--- src/hw/rr_pkg.sv ---
////////////////////////////////////////////////////////////////////////////
// record/replay shared definitions
////////////////////////////////////////////////////////////////////////////
`default_nettype none

package rr_pkg;

  //////////////////////////////////////////////////////////////////////////
  // sizes
  //////////////////////////////////////////////////////////////////////////

  // replayed channels and payload width
  localparam int CHANNEL_CNT = 2;
  localparam int DATA_WIDTH = 16;

  // input buffering
  localparam int FIFO_DEPTH = 4;
  localparam int FIFO_PTR_WIDTH = $clog2(FIFO_DEPTH);
  localparam int FIFO_CNT_WIDTH = $clog2(FIFO_DEPTH + 1);

  // happen-before window
  localparam int MERGE_TREE_HEIGHT = 2;
  localparam int REPLAYER_PIPE_DEPTH = 2;
  // end events that may be in flight between runtime and log
  localparam int ON_THE_FLY_CNT = MERGE_TREE_HEIGHT + REPLAYER_PIPE_DEPTH;
  // holds 2x the window, plus a sign bit for rt - replay
  localparam int PKT_CNT_WIDTH = $clog2(2 * ON_THE_FLY_CNT) + 1;

  //////////////////////////////////////////////////////////////////////////
  // types
  //////////////////////////////////////////////////////////////////////////

  typedef logic [DATA_WIDTH-1:0]     logb_data_t;
  typedef logic [CHANNEL_CNT-1:0]    loge_vec_t;
  typedef logic [PKT_CNT_WIDTH-1:0]  pkt_cnt_t;
  typedef logic [FIFO_PTR_WIDTH-1:0] fifo_ptr_t;
  typedef logic [FIFO_CNT_WIDTH-1:0] fifo_cnt_t;

  // one channel's share of a replay word
  typedef struct packed {
    logic       logb_valid;
    logb_data_t logb_data;
    // end markers seen up to this packet, one per channel
    loge_vec_t  loge_valid;
  } chan_pkt_t;

  // element c belongs to channel c
  typedef chan_pkt_t [CHANNEL_CNT-1:0] replay_word_t;

  // replayer skid buffer occupancy
  typedef enum logic [1:0] {
    EMPTY,
    BUSY,
    FULL
  } rr_state_t;

endpackage

`default_nettype wire

--- src/hw/rr_replay_fifo.sv ---
////////////////////////////////////////////////////////////////////////////
// replay word input FIFO
////////////////////////////////////////////////////////////////////////////
`timescale 1ns/100ps
`default_nettype none

module rr_replay_fifo (
  input  wire                  clk,
  input  wire                  rstn,
  // write side
  input  wire                  i_wr_valid,
  input  wire rr_pkg::replay_word_t i_wr_word,
  output logic                 o_wr_ready,
  // read side, registered
  output logic                 o_rd_valid,
  output rr_pkg::replay_word_t o_rd_word,
  input  wire                  i_rd_ready
);

  // circular storage behind the read register
  rr_pkg::replay_word_t mem [rr_pkg::FIFO_DEPTH];
  rr_pkg::fifo_ptr_t    wr_ptr;
  rr_pkg::fifo_ptr_t    rd_ptr;
  rr_pkg::fifo_cnt_t    mem_cnt;
  rr_pkg::fifo_cnt_t    mem_cnt_next;
  // total words held, read register included
  rr_pkg::fifo_cnt_t    occ_next;

  logic wr_fire;
  logic out_load;
  logic pop;
  logic bypass;
  logic push;
  logic rd_valid_next;

  assign wr_fire = i_wr_valid && o_wr_ready;
  // read register empty or draining this cycle
  assign out_load = !o_rd_valid || i_rd_ready;
  assign pop = out_load && (mem_cnt != '0);
  // empty storage, write goes straight to the read register
  assign bypass = out_load && (mem_cnt == '0) && wr_fire;
  assign push = wr_fire && !bypass;
  assign rd_valid_next = out_load ? (pop || bypass) : o_rd_valid;

  always_comb begin
    mem_cnt_next = mem_cnt;
    if (push && !pop)
      mem_cnt_next = mem_cnt + rr_pkg::fifo_cnt_t'(1);
    else if (!push && pop)
      mem_cnt_next = mem_cnt - rr_pkg::fifo_cnt_t'(1);
    occ_next = mem_cnt_next + rr_pkg::fifo_cnt_t'(rd_valid_next);
  end

  //////////////////////////////////////////////////////////////////////////
  // control
  //////////////////////////////////////////////////////////////////////////
  always_ff @(posedge clk) begin
    if (!rstn) begin
      wr_ptr     <= '0;
      rd_ptr     <= '0;
      mem_cnt    <= '0;
      o_rd_valid <= 1'b0;
      o_wr_ready <= 1'b0;
    end else begin
      if (push)
        wr_ptr <= (wr_ptr == rr_pkg::fifo_ptr_t'(rr_pkg::FIFO_DEPTH - 1)) ?
                  '0 : wr_ptr + rr_pkg::fifo_ptr_t'(1);
      if (pop)
        rd_ptr <= (rd_ptr == rr_pkg::fifo_ptr_t'(rr_pkg::FIFO_DEPTH - 1)) ?
                  '0 : rd_ptr + rr_pkg::fifo_ptr_t'(1);
      mem_cnt    <= mem_cnt_next;
      o_rd_valid <= rd_valid_next;
      // ready whenever a slot is left next cycle
      o_wr_ready <= (occ_next != rr_pkg::fifo_cnt_t'(rr_pkg::FIFO_DEPTH));
    end
  end

  // payload path
  always_ff @(posedge clk) begin
    if (push)
      mem[wr_ptr] <= i_wr_word;
    if (pop)
      o_rd_word <= mem[rd_ptr];
    else if (bypass)
      o_rd_word <= i_wr_word;
  end

  // registered ready must never admit a word into a full FIFO
  a_no_write_when_full: assert property (@(posedge clk) disable iff (!rstn)
    wr_fire |-> ((mem_cnt + rr_pkg::fifo_cnt_t'(o_rd_valid)) <
                 rr_pkg::fifo_cnt_t'(rr_pkg::FIFO_DEPTH)));

endmodule

`default_nettype wire

--- src/hw/rr_replay_fork.sv ---
////////////////////////////////////////////////////////////////////////////
// replay word fork to channel replayers
////////////////////////////////////////////////////////////////////////////
`timescale 1ns/100ps
`default_nettype none

module rr_replay_fork (
  input  wire                               clk,
  input  wire                               rstn,
  // word from the FIFO
  input  wire                               i_valid,
  input  wire rr_pkg::replay_word_t         i_word,
  output logic                              o_ready,
  // one handshake per channel
  output logic [rr_pkg::CHANNEL_CNT-1:0]    o_ch_valid,
  output rr_pkg::replay_word_t              o_ch_pkt,
  input  wire [rr_pkg::CHANNEL_CNT-1:0]     i_ch_ready
);

  // channels that already took the current word
  logic [rr_pkg::CHANNEL_CNT-1:0] delivered;
  logic [rr_pkg::CHANNEL_CNT-1:0] ch_xfer;
  logic [rr_pkg::CHANNEL_CNT-1:0] ch_done;

  //////////////////////////////////////////////////////////////////////////
  // offer and accept
  //////////////////////////////////////////////////////////////////////////

  // offer only to channels still waiting
  assign o_ch_valid = {rr_pkg::CHANNEL_CNT{i_valid}} & ~delivered;
  // every channel sees its own slice of the word
  assign o_ch_pkt = i_word;

  assign ch_xfer = o_ch_valid & i_ch_ready;
  // taken earlier or taking now
  assign ch_done = delivered | ch_xfer;

  // pop the FIFO once the last outstanding channel transfers
  assign o_ready = i_valid && (&ch_done);

  always_ff @(posedge clk) begin
    if (!rstn) begin
      delivered <= '0;
    end else if (o_ready) begin
      // word retired, next word starts clean
      delivered <= '0;
    end else begin
      delivered <= ch_done;
    end
  end

  //////////////////////////////////////////////////////////////////////////
  // checks
  //////////////////////////////////////////////////////////////////////////

  // a partly delivered word must be held by the FIFO
  a_word_held: assert property (@(posedge clk) disable iff (!rstn)
    (|delivered) |-> (i_valid && $stable(i_word)));

  for (genvar c = 0; c < rr_pkg::CHANNEL_CNT; c++) begin : g_chk
    // each channel gets a word exactly once
    a_no_redeliver: assert property (@(posedge clk) disable iff (!rstn)
      (ch_xfer[c] && !o_ready) |=> !ch_xfer[c]);
  end

endmodule

`default_nettype wire

--- src/hw/rr_channel_replayer.sv ---
////////////////////////////////////////////////////////////////////////////
// per-channel replayer with happen-before gating
////////////////////////////////////////////////////////////////////////////
`timescale 1ns/100ps
`default_nettype none

module rr_channel_replayer (
  input  wire                     clk,
  input  wire                     rstn,
  // packet from the fork
  input  wire                     i_in_valid,
  input  wire rr_pkg::chan_pkt_t  i_pkt,
  output logic                    o_in_ready,
  // runtime end strobes, never stalled
  input  wire rr_pkg::loge_vec_t  i_rt_loge_valid,
  // replayed payload
  output logic                    o_out_valid,
  input  wire                     i_out_ready,
  output rr_pkg::logb_data_t      o_out_data
);

  rr_pkg::rr_state_t state;
  rr_pkg::rr_state_t state_next;
  // head of the buffer, drives the output
  rr_pkg::chan_pkt_t out_q;
  // second slot, filled only when the head stalls
  rr_pkg::chan_pkt_t spare_q;

  logic insert;
  logic remove_logb;
  logic remove_loge;
  logic remove;

  // end event counters, one per channel
  rr_pkg::pkt_cnt_t rt_cnt [rr_pkg::CHANNEL_CNT];
  rr_pkg::pkt_cnt_t replay_cnt [rr_pkg::CHANNEL_CNT];
  rr_pkg::pkt_cnt_t replay_cnt_next [rr_pkg::CHANNEL_CNT];
  rr_pkg::pkt_cnt_t cnt_diff [rr_pkg::CHANNEL_CNT];
  logic [rr_pkg::CHANNEL_CNT-1:0] chan_ok;
  logic ok_to_replay;

  //////////////////////////////////////////////////////////////////////////
  // buffer FSM
  //////////////////////////////////////////////////////////////////////////

  assign insert = i_in_valid && o_in_ready;
  // payload handed out
  assign remove_logb = o_out_valid && i_out_ready;
  // loge only packet, retired right away
  assign remove_loge = (state != rr_pkg::EMPTY) && !out_q.logb_valid;
  assign remove = remove_logb || remove_loge;

  always_comb begin
    state_next = state;
    case (state)
      rr_pkg::EMPTY: begin
        // load
        if (insert)
          state_next = rr_pkg::BUSY;
      end
      rr_pkg::BUSY: begin
        // fill on a stalled head, unload when drained
        if (insert && !remove)
          state_next = rr_pkg::FULL;
        else if (!insert && remove)
          state_next = rr_pkg::EMPTY;
      end
      rr_pkg::FULL: begin
        // flush the spare into the head
        if (!insert && remove)
          state_next = rr_pkg::BUSY;
      end
      default: state_next = state;
    endcase
  end

  always_ff @(posedge clk) begin
    if (!rstn) begin
      state      <= rr_pkg::EMPTY;
      o_in_ready <= 1'b0;
    end else begin
      state      <= state_next;
      o_in_ready <= (state_next != rr_pkg::FULL);
    end
  end

  // payload registers
  always_ff @(posedge clk) begin
    if ((state == rr_pkg::BUSY) && (state_next == rr_pkg::FULL))
      spare_q <= i_pkt;
    if (state_next == rr_pkg::BUSY) begin
      if (state == rr_pkg::FULL)
        out_q <= spare_q;
      else if (insert)
        // load or flow
        out_q <= i_pkt;
    end
  end

  //////////////////////////////////////////////////////////////////////////
  // end event counters
  //////////////////////////////////////////////////////////////////////////

  always_ff @(posedge clk) begin
    if (!rstn) begin
      for (int c = 0; c < rr_pkg::CHANNEL_CNT; c++) begin
        rt_cnt[c]     <= '0;
        replay_cnt[c] <= '0;
      end
    end else begin
      for (int c = 0; c < rr_pkg::CHANNEL_CNT; c++) begin
        rt_cnt[c] <= rt_cnt[c] + rr_pkg::pkt_cnt_t'(i_rt_loge_valid[c]);
        // retired packet's markers
        if (remove)
          replay_cnt[c] <= replay_cnt_next[c];
      end
    end
  end

  //////////////////////////////////////////////////////////////////////////
  // happen-before check
  //////////////////////////////////////////////////////////////////////////

  for (genvar c = 0; c < rr_pkg::CHANNEL_CNT; c++) begin : g_cmp
    // replay count including the head's own markers
    assign replay_cnt_next[c] = replay_cnt[c] + rr_pkg::pkt_cnt_t'(out_q.loge_valid[c]);
    // wraps safely inside the in-flight window
    assign cnt_diff[c] = rt_cnt[c] - replay_cnt_next[c];
    // sign clear, runtime caught up on this channel
    assign chan_ok[c] = !cnt_diff[c][rr_pkg::PKT_CNT_WIDTH-1];
  end

  assign ok_to_replay = &chan_ok;

  assign o_out_valid = (state != rr_pkg::EMPTY) && out_q.logb_valid && ok_to_replay;
  assign o_out_data = out_q.logb_data;

  //////////////////////////////////////////////////////////////////////////
  // checks
  //////////////////////////////////////////////////////////////////////////

  // an offered payload stays put until taken
  a_out_hold: assert property (@(posedge clk) disable iff (!rstn)
    (o_out_valid && !i_out_ready) |=> (o_out_valid && $stable(o_out_data)));

  a_state_legal: assert property (@(posedge clk) disable iff (!rstn)
    state != rr_pkg::rr_state_t'(2'b11));

endmodule

`default_nettype wire

--- src/hw/rr_replay_top.sv ---
////////////////////////////////////////////////////////////////////////////
// replay subsystem top
////////////////////////////////////////////////////////////////////////////
`timescale 1ns/100ps
`default_nettype none

module rr_replay_top (
  input  wire                                       clk,
  input  wire                                       rstn,
  // recorded log stream
  input  wire                                       i_replay_valid,
  input  wire rr_pkg::replay_word_t                 i_replay_word,
  output wire                                       o_replay_ready,
  // runtime end strobes
  input  wire rr_pkg::loge_vec_t                    i_rt_loge_valid,
  // replayed payloads, one stream per channel
  output wire [rr_pkg::CHANNEL_CNT-1:0]             o_out_valid,
  input  wire [rr_pkg::CHANNEL_CNT-1:0]             i_out_ready,
  output wire rr_pkg::logb_data_t [rr_pkg::CHANNEL_CNT-1:0] o_out_data
);

  // FIFO to fork
  wire                            fifo_valid;
  wire                            fifo_ready;
  wire rr_pkg::replay_word_t      fifo_word;

  // fork to replayers
  wire [rr_pkg::CHANNEL_CNT-1:0]  ch_valid;
  wire [rr_pkg::CHANNEL_CNT-1:0]  ch_ready;
  wire rr_pkg::replay_word_t      ch_pkt;

  rr_replay_fifo u_fifo (
    .clk        (clk),
    .rstn       (rstn),
    .i_wr_valid (i_replay_valid),
    .i_wr_word  (i_replay_word),
    .o_wr_ready (o_replay_ready),
    .o_rd_valid (fifo_valid),
    .o_rd_word  (fifo_word),
    .i_rd_ready (fifo_ready)
  );

  rr_replay_fork u_fork (
    .clk        (clk),
    .rstn       (rstn),
    .i_valid    (fifo_valid),
    .i_word     (fifo_word),
    .o_ready    (fifo_ready),
    .o_ch_valid (ch_valid),
    .o_ch_pkt   (ch_pkt),
    .i_ch_ready (ch_ready)
  );

  // one replayer per channel, all watching every runtime strobe
  for (genvar c = 0; c < rr_pkg::CHANNEL_CNT; c++) begin : g_chan
    rr_channel_replayer u_chan (
      .clk             (clk),
      .rstn            (rstn),
      .i_in_valid      (ch_valid[c]),
      .i_pkt           (ch_pkt[c]),
      .o_in_ready      (ch_ready[c]),
      .i_rt_loge_valid (i_rt_loge_valid),
      .o_out_valid     (o_out_valid[c]),
      .i_out_ready     (i_out_ready[c]),
      .o_out_data      (o_out_data[c])
    );
  end

endmodule

`default_nettype wire

--- config.mk ---
export PLATFORM = sky130hd
export DESIGN_NAME = rr_replay_top
export DESIGN_NICKNAME = d
export VERILOG_FILES = /design/src/hw/rr_pkg.sv /design/src/hw/rr_replay_fifo.sv /design/src/hw/rr_replay_fork.sv /design/src/hw/rr_channel_replayer.sv /design/src/hw/rr_replay_top.sv
export SDC_FILE = /design/constraint.sdc
export NUM_CORES = 1
export LEC_CHECK = 0
export ABC_AREA = 1
export CORE_AREA = 2 2 200 202
export CTS_BUF_LIST = sky130_fd_sc_hd__clkbuf_2 sky130_fd_sc_hd__clkbuf_4 sky130_fd_sc_hd__clkbuf_8
export DETAILED_ROUTE_END_ITERATION = 10
export DIE_AREA = 0 0 202 204
export DONT_BUFFER_PORTS = 1
export PLACE_DENSITY = 0.54
export SLEW_MARGIN = 25
export SYNTH_ARGS = -nofsm -noshare
export SYNTH_HDL_FRONTEND = slang
export SYNTH_HIERARCHICAL = 1
export SYNTH_SLANG_ARGS = --single-unit
--- constraint.sdc ---
create_clock -name clk -period 4.9 [get_ports clk]
set_input_delay 0.245 -clock clk [delete_from_list [all_inputs] [get_ports clk]]
set_output_delay 0.245 -clock clk [all_outputs]
set_load 0.03 [all_outputs]
# [Word-level counts from Yosys, hierarchy flattened]
# Memory sizes are Yosys's and may differ from the RTL's. A register that Yosys moved wholly into a read port is not among the register bits.
# Cells that the tools add are included.
[op_classes] n_addsub=17 n_eq_ne=13 mux=41 n_bitwise=13 reduce_logical=57
[ops] operator="$mux 19" count=4
[ops] operator="$mux 38" count=2
[ops] operator="$add 4x1->4" count=8
[ops] operator="$mux 4" count=8
[ops] operator="$logic_and 1x1->1" count=24
[ops] operator="$mux 2" count=12
[ops] operator="$sub 4x4->4" count=4
[ops] operator="$logic_not 1->1" count=14
[ops] operator="$eq 2x2->1 const B" count=6
[ops] operator="$pmux 2 s3" count=2
[ops] operator="$mux 1" count=11
[ops] operator="$reduce_and 2->1" count=5
[ops] operator="$reduce_bool 2->1" count=5
[ops] operator="$eq 2x1->1 const B" count=4
[ops] operator="$or 1x1->1" count=8
[ops] operator="$mux 3" count=2
[ops] operator="$add 2x1->2 const B" count=2
[ops] operator="$and 2x2->2" count=2
[ops] operator="$logic_not 2->1" count=2
[ops] operator="$logic_or 1x1->1" count=4
[ops] operator="$ne 2x2->1 const B" count=2
[ops] operator="$add 3x1->3" count=1
[ops] operator="$add 3x1->3 const B" count=1
[ops] operator="$logic_not 3->1" count=1
[ops] operator="7 further kinds" count=7
[word_totals] reg_bits=131 mem_bits_rw=184 input_bits=45 output_inout_bits=35 word_cells=174 n_memories=5
[mem_list] memory="u_fifo.mem" words=4 word_bits=38 rd=1 rd_ports_with_merged_regs=1 write_ports=1 line="rr_replay_fifo.sv:21" source="rr_pkg::replay_word_t mem [rr_pkg::FIFO_DEPTH];"
[mem_list] memory="g_chan[0].u_chan.replay_cnt" words=2 word_bits=4 rd=2 rd_ports_with_merged_regs=0 write_ports=2 line="rr_channel_replayer.sv:36" source="rr_pkg::pkt_cnt_t replay_cnt [rr_pkg::CHANNEL_CNT];"
[mem_list] memory="g_chan[0].u_chan.rt_cnt" words=2 word_bits=4 rd=2 rd_ports_with_merged_regs=0 write_ports=2 line="rr_channel_replayer.sv:35" source="rr_pkg::pkt_cnt_t rt_cnt [rr_pkg::CHANNEL_CNT];"
[mem_list] memory="g_chan[1].u_chan.replay_cnt" words=2 word_bits=4 rd=2 rd_ports_with_merged_regs=0 write_ports=2 line="rr_channel_replayer.sv:36"
[mem_list] memory="g_chan[1].u_chan.rt_cnt" words=2 word_bits=4 rd=2 rd_ports_with_merged_regs=0 write_ports=2 line="rr_channel_replayer.sv:35"

# [Logic depth before layout (Yosys ltp)]
[depth] ltp_word=17 depth_mapped=19 ltp_nobuf=19

# [By module]
# The synthesis kept the hierarchy.
[by_module_without_submodules] mod="rr_replay_fifo" instances=1 cells_each=615 area_per_inst_um2=7876.3 seq_area_each_um2=5925.7
[by_module_without_submodules] mod="rr_channel_replayer" instances=2 cells_each=254 area_per_inst_um2=2612.5 seq_area_each_um2=1601.5
[by_module_without_submodules] mod="rr_replay_fork" instances=1 cells_each=57 area_per_inst_um2=396.6 seq_area_each_um2=40.0

# [Least setup slack after synthesis]
# No wires, ideal clock.
[synth_path] path_type="reg2reg" from="register u_fifo.o_rd_valid" to="register u_fifo/o_rd_word[0] in the netlist's numbering, enable pin" setup_ps=486 arrival_ps=3656 t_required_ps=4414 path_slack_ps=758 stages_incl_launch_ff=9 path_buffers=0 synth_period_minus_slack_ps=4142 path_cell_list="dfxtp_1 -> nand2_2 -> nand2_2 -> nand3_1 -> inv_1 -> inv_1 -> a21oi_1 -> inv_1 -> o21ai_0"
[synth_between] elab_chain_cells=9 elab_cells_between_ends=11 classes_between="bitwise: 3; reduce/logical: 8"
[synth_lines] item="start: declaration" line="rr_replay_fifo.sv:15" source="output logic o_rd_valid,"
[synth_lines] item="start signal: assignment" line="rr_replay_fifo.sv:72" source="o_rd_valid <= rd_valid_next;"
[synth_lines] item="$and 2x2->2" line="rr_replay_fork.sv:30" source="assign o_ch_valid = {rr_pkg::CHANNEL_CNT{i_valid}} & ~delivered;"
[synth_lines] item="$and 2x2->2" line="rr_replay_fork.sv:34" source="assign ch_xfer = o_ch_valid & i_ch_ready;"
[synth_lines] item="$or 2x2->2" line="rr_replay_fork.sv:36" source="assign ch_done = delivered | ch_xfer;"
[synth_lines] item="$reduce_and 2->1" line="rr_replay_fork.sv:39" source="assign o_ready = i_valid && (&ch_done);"
[synth_lines] item="$logic_and 1x1->1 *" line="rr_replay_fork.sv:39"
[synth_lines] item="net fifo_ready" line="rr_replay_top.sv:24" source="wire fifo_ready;"
[synth_lines] item="$logic_or 1x1->1 *" line="rr_replay_fifo.sv:38" source="assign out_load = !o_rd_valid || i_rd_ready;"
[synth_lines] item="$logic_and 1x1->1 (2 in a row)" line="rr_replay_fifo.sv:41" source="assign bypass = out_load && (mem_cnt == '0) && wr_fire;"
[synth_lines] item="$reduce_bool 2->1 (no line) *"
[synth_lines] item="end signal: assignment" line="rr_replay_fifo.sv:83" source="o_rd_word <= mem[rd_ptr];"
[synth_lines] item="end signal: assignment" line="rr_replay_fifo.sv:85" source="o_rd_word <= i_wr_word;"
[synth_lines] item="end: declaration" line="rr_replay_fifo.sv:16" source="output rr_pkg::replay_word_t o_rd_word,"
# Mark *: on every way through the listed nets, which the timed path passes. The rest lies on a longest branch.
# A chain may end at the register's enable or synchronous reset.

# [Final worst setup path]
[layout_path] from="register g_chan[0].u_chan/out_q[1] in the netlist's numbering" to="register g_chan[0].u_chan.out_q, in the netlist g_chan[0].u_chan/o_out_data[12], enable pin"
[layout_between] elab_chain_cells=13 elab_cells_between_ends=16 classes_between="add/sub: 2; eq/ne: 1; mux: 4; reduce/logical: 9"
[layout_lines] item="start: declaration" line="rr_channel_replayer.sv:25" source="rr_pkg::chan_pkt_t out_q;"
[layout_lines] item="start signal: assignment" line="rr_channel_replayer.sv:93" source="out_q <= spare_q;"
[layout_lines] item="start signal: assignment" line="rr_channel_replayer.sv:96" source="out_q <= i_pkt;"
[layout_lines] item="$add 4x1->4 *" line="rr_channel_replayer.sv:126" source="assign replay_cnt_next[c] = replay_cnt[c] + rr_pkg::pkt_cnt_t'(out_q.loge_valid[c]);"
[layout_lines] item="$sub 4x4->4 *" line="rr_channel_replayer.sv:128" source="assign cnt_diff[c] = rt_cnt[c] - replay_cnt_next[c];"
[layout_lines] item="$logic_not 1->1 *" line="rr_channel_replayer.sv:130" source="assign chan_ok[c] = !cnt_diff[c][rr_pkg::PKT_CNT_WIDTH-1];"
[layout_lines] item="$reduce_and 2->1 *" line="rr_channel_replayer.sv:133" source="assign ok_to_replay = &chan_ok;"
[layout_lines] item="$logic_and 1x1->1 *" line="rr_channel_replayer.sv:135" source="assign o_out_valid = (state != rr_pkg::EMPTY) && out_q.logb_valid && ok_to_replay;"
[layout_lines] item="$logic_and 1x1->1 *" line="rr_channel_replayer.sv:48" source="assign remove_logb = o_out_valid && i_out_ready;"
[layout_lines] item="$logic_or 1x1->1 *" line="rr_channel_replayer.sv:51" source="assign remove = remove_logb || remove_loge;"
[layout_lines] item="$logic_and 1x1->1 / $logic_not 1->1 (equally long branches)" line="rr_channel_replayer.sv:65, rr_channel_replayer.sv:70, rr_channel_replayer.sv:63"
[layout_lines] item="$mux 2 / $logic_and 1x1->1 (equally long branches)" line="rr_channel_replayer.sv:65, rr_channel_replayer.sv:63"
[layout_lines] item="$mux 2" line="rr_channel_replayer.sv:63" source="if (insert && !remove)"
[layout_lines] item="$pmux 2 s3 *" line="rr_channel_replayer.sv:55" source="case (state)"
[layout_lines] item="$eq 2x1->1 *" line="rr_channel_replayer.sv:91" source="if (state_next == rr_pkg::BUSY) begin"
[layout_lines] item="$reduce_and 2->1 (no line) *"
# Every way passes the cells marked *; elsewhere a longest branch is shown, timed or not.

==> impl_metrics.json <==
{
  "cts.sinks": 317,
  "synth_nets": 1259,
  "clk_latency_ns": 0.58,
  "h-tree-depth": 2,
  "wl_per_cell_um": 15.81,
  "die_height_um": 204,
  "synth_area_sq_um": 13500,
  "start_kind": "flip-flop",
  "synthArstFlopShare_pct": 0,
  "setup.worst_path.class": "reg -> reg",
  "syn2layout_area_growth_pct": 11.46,
  "end_kind": "flip-flop",
  "synth_warnings": 6,
  "routed_via_density": 4.588,
  "cts_buffers": 52,
  "post_synth_inst_count": 1180,
  "dp_slack_ns": 1.762,
  "dpl.hpwl_um": 16090,
  "grt_pass1_wl_um": 43710,
  "arrival_ns": 3.32,
  "outcome": "complete, no violations",
  "synth_seq_cells": 317,
  "syn_avg_cell_area_sq_um": 11.44,
  "seq_area_sq_um": 9173,
  "synthFlopType": "edfxtp_1",
  "die_w_um": 202,
  "p_per_area_nw_per_um2": 570.7,
  "grt_use_total_pct": 13.47,
  "grt.overflow.total": 0,
  "slew_headroom_pct": 38.61,
  "antenna_found_initial": 5,
  "r2r_setup_slack_ns": 1.79,
  "hold_viol": 0,
  "grt_pass1_vias": 7718,
  "place_congestion": 0.7656,
  "rsz0062_at_grt": "false",
  "post-route-period-util_pct": 63.46,
  "finalInstanceArea_sq_um": 15040,
  "initial_core_util_pct": 34.45,
  "drt-pass1-iter-count": 7,
  "maxSlewViolCount": 0,
  "maxCapViolCount": 0,
  "grt_max_degree": 77,
  "vias": 7993,
  "tns_ns": 0,
  "postRouteAntennaNets": 0,
  "clockBufferDepth": 3,
  "power_uw": 8586,
  "placed_area_sq_um": 13560,
  "timing.final.ws_setup_ns": 1.791,
  "ys_types": 29,
  "max_freq_mhz": 321.6,
  "setup_viol": 0,
  "coreArea_sq_um": 39180,
  "total_leakage_power_uw": 0.005585,
  "drtIter0Drc": 569,
  "boundaryPins": 80,
  "fillCellCount": 3770,
  "multiInputGateArea_sq_um": 3374,
  "nets": 1256,
  "synth_edf_count": 282,
  "path_clk_slew_ns": 0.06,
  "drc": 0,
  "numPortBuffers": 0,
  "worst-slew-pin-transition_ns": 0.9208,
  "drive_above_1_share_pct": 10.14,
  "fp.dieArea_sq_um": 41210,
  "vdd_drop_max_v": 0.0003550,
  "wl_um": 27550,
  "finalCriticalPeriod_ns": 3.109,
  "hold_class": "in -> reg",
  "crit_fanout": 19,
  "yosysSeqAreaShare_pct": 67.93,
  "cts_root_buffer": "clkbuf_8",
  "post_cts_buffers": 0,
  "clock_skew_ns": 0.01479,
  "cts_tree": "built",
  "cp.required_ns": 5.11,
  "row_count": 73
}
==> placed cells by master (no fill, tap or decap), types with 6 or more instances in the layout <==
cell	instances
a21oi_1	20
dlygate4sd3_1	42
xnor2_1	8
nand2_1	179
clkbuf_8	57
a31oi_1	38
o21ai_0	85
clkbuf_4	12
nand4_1	9
ha_1	34
dfxtp_1	34
nor2_1	230
nand2_2	12
nand3_1	44
inv_1	66
clkinv_1	12
buf_4	11
edfxtp_1	282
clkinv_2	6
==> power breakdown <==
group	internal, uW	switching (uW)
clock network	1310	1020
logic	620	1540
registers	3700	388
total	5630	2950
==> synthesized netlist by cell type (all sizes together) (8+ instances only) <==
library cell | n | area share (%)
nand3 | 45 | 1.7
xnor2 | 8 | 0.52
clkbuf | 17 | 0.51
buf | 94 | 5.0
ha | 34 | 3.2
a31oi | 38 | 1.8
o21ai | 88 | 3.3
dfxtp | 35 | 5.2
a21oi | 22 | 0.82
nand4 | 11 | 0.73
nand2 | 193 | 5.7
nor2 | 235 | 6.6
inv | 71 | 2.0
edfxtp | 282 | 63
==> worst max-delay path, cell delays in order, from the launching register on <==
cell	delay [ns]
edfxtp_1	0.36
ha_1	0.25
ha_1	0.20
xnor2_1	0.22
ha_1	0.28
nand2_1	0.08
nand2_1	0.05
a21oi_1	0.13
nand3_1	0.11
nand2_2	0.10
nand4_4	0.13
nand2_4	0.10
nand3_1	0.14
a21oi_4	0.58
==> worst paths after layout <==
path,startpoint,endpoint,depth (start not counted)
worst min register to register,u_fifo/o_rd_word[4],g_chan[0].u_chan/spare_q[4],0
worst max-delay path,g_chan[0].u_chan/out_q[1],g_chan[0].u_chan/o_out_data[12],13
worst max register to register,g_chan[0].u_chan/out_q[1],g_chan[0].u_chan/o_out_data[12],13
worst min-delay path,i_replay_valid,u_fifo/wr_ptr[1],2
==> cells by family after synthesis <==
kind of cell | Yosys count | share of synthesized area (%)
DFF | 317 | 67.93
adders and majority gates | 34 | 3.152
AOI/OAI and AO/OA | 150 | 5.970
and+or+nand+nor | 486 | 14.82
buffers and inverters | 184 | 7.545
xor gates and xnor gates | 9 | 0.5840
==> metrics by stage <==
stage / hold slack, ns / std cells / utilization, %
2_1_floorplan: 0.3426 / 1180 / -
3_3_place_gp: 0.3438 / 1605 / 34.57
3_5_place_dp: 0.3441 / 1605 / 34.61
4_1_cts: 0.006294 / 1738 / 38.38
5_1_grt: 0.04371 / 1741 / 38.39
6_report: 0.06573 / 1742 / 38.39
==> final cells by class <==
cell class                 count  share of cell area (%)
timing repair buffer          54                   3.377
multi-input combinational    679                   22.43
inverter                      73                   1.821
sequential                   317                   60.97
clock buffer                  69                   5.813
clock inverter                21                   1.156
antenna                        4                 0.06653
tap                          525                   4.366
==> sequential cells by signal (all words and copies together) (netlist names), 4 cells and up, named ones only <==
register / flops
g_chan.u_chan/replay_cnt: 16
u_fifo/mem: 152
g_chan.u_chan/state: 4
g_chan.u_chan/spare_q: 38
g_chan.u_chan/rt_cnt: 16
u_fifo/o_rd_word: 38
g_chan.u_chan/o_out_data: 32
g_chan.u_chan/out_q: 6
==> layer usage <==
metal | track usage (%) | share of wire [%] | routed length, um
met1 | 18.65 | 48 | 13340
met2 | 20.80 | 45 | 12300
met3 | 3.221 | 4.8 | 1325
met4 | 4.543 | 2.1 | 575
met5 | 0 | 0.047 | 13
==> repair_timing <==
| item | 4_1_cts | 5_1_grt |
|---|---|---|
| gates resized for setup | 0 | 0 |
| hold endpoints to repair | 241 | 0 |
| hold buffers | 43 | 0 |
Power figures use the tool's default switching activity.
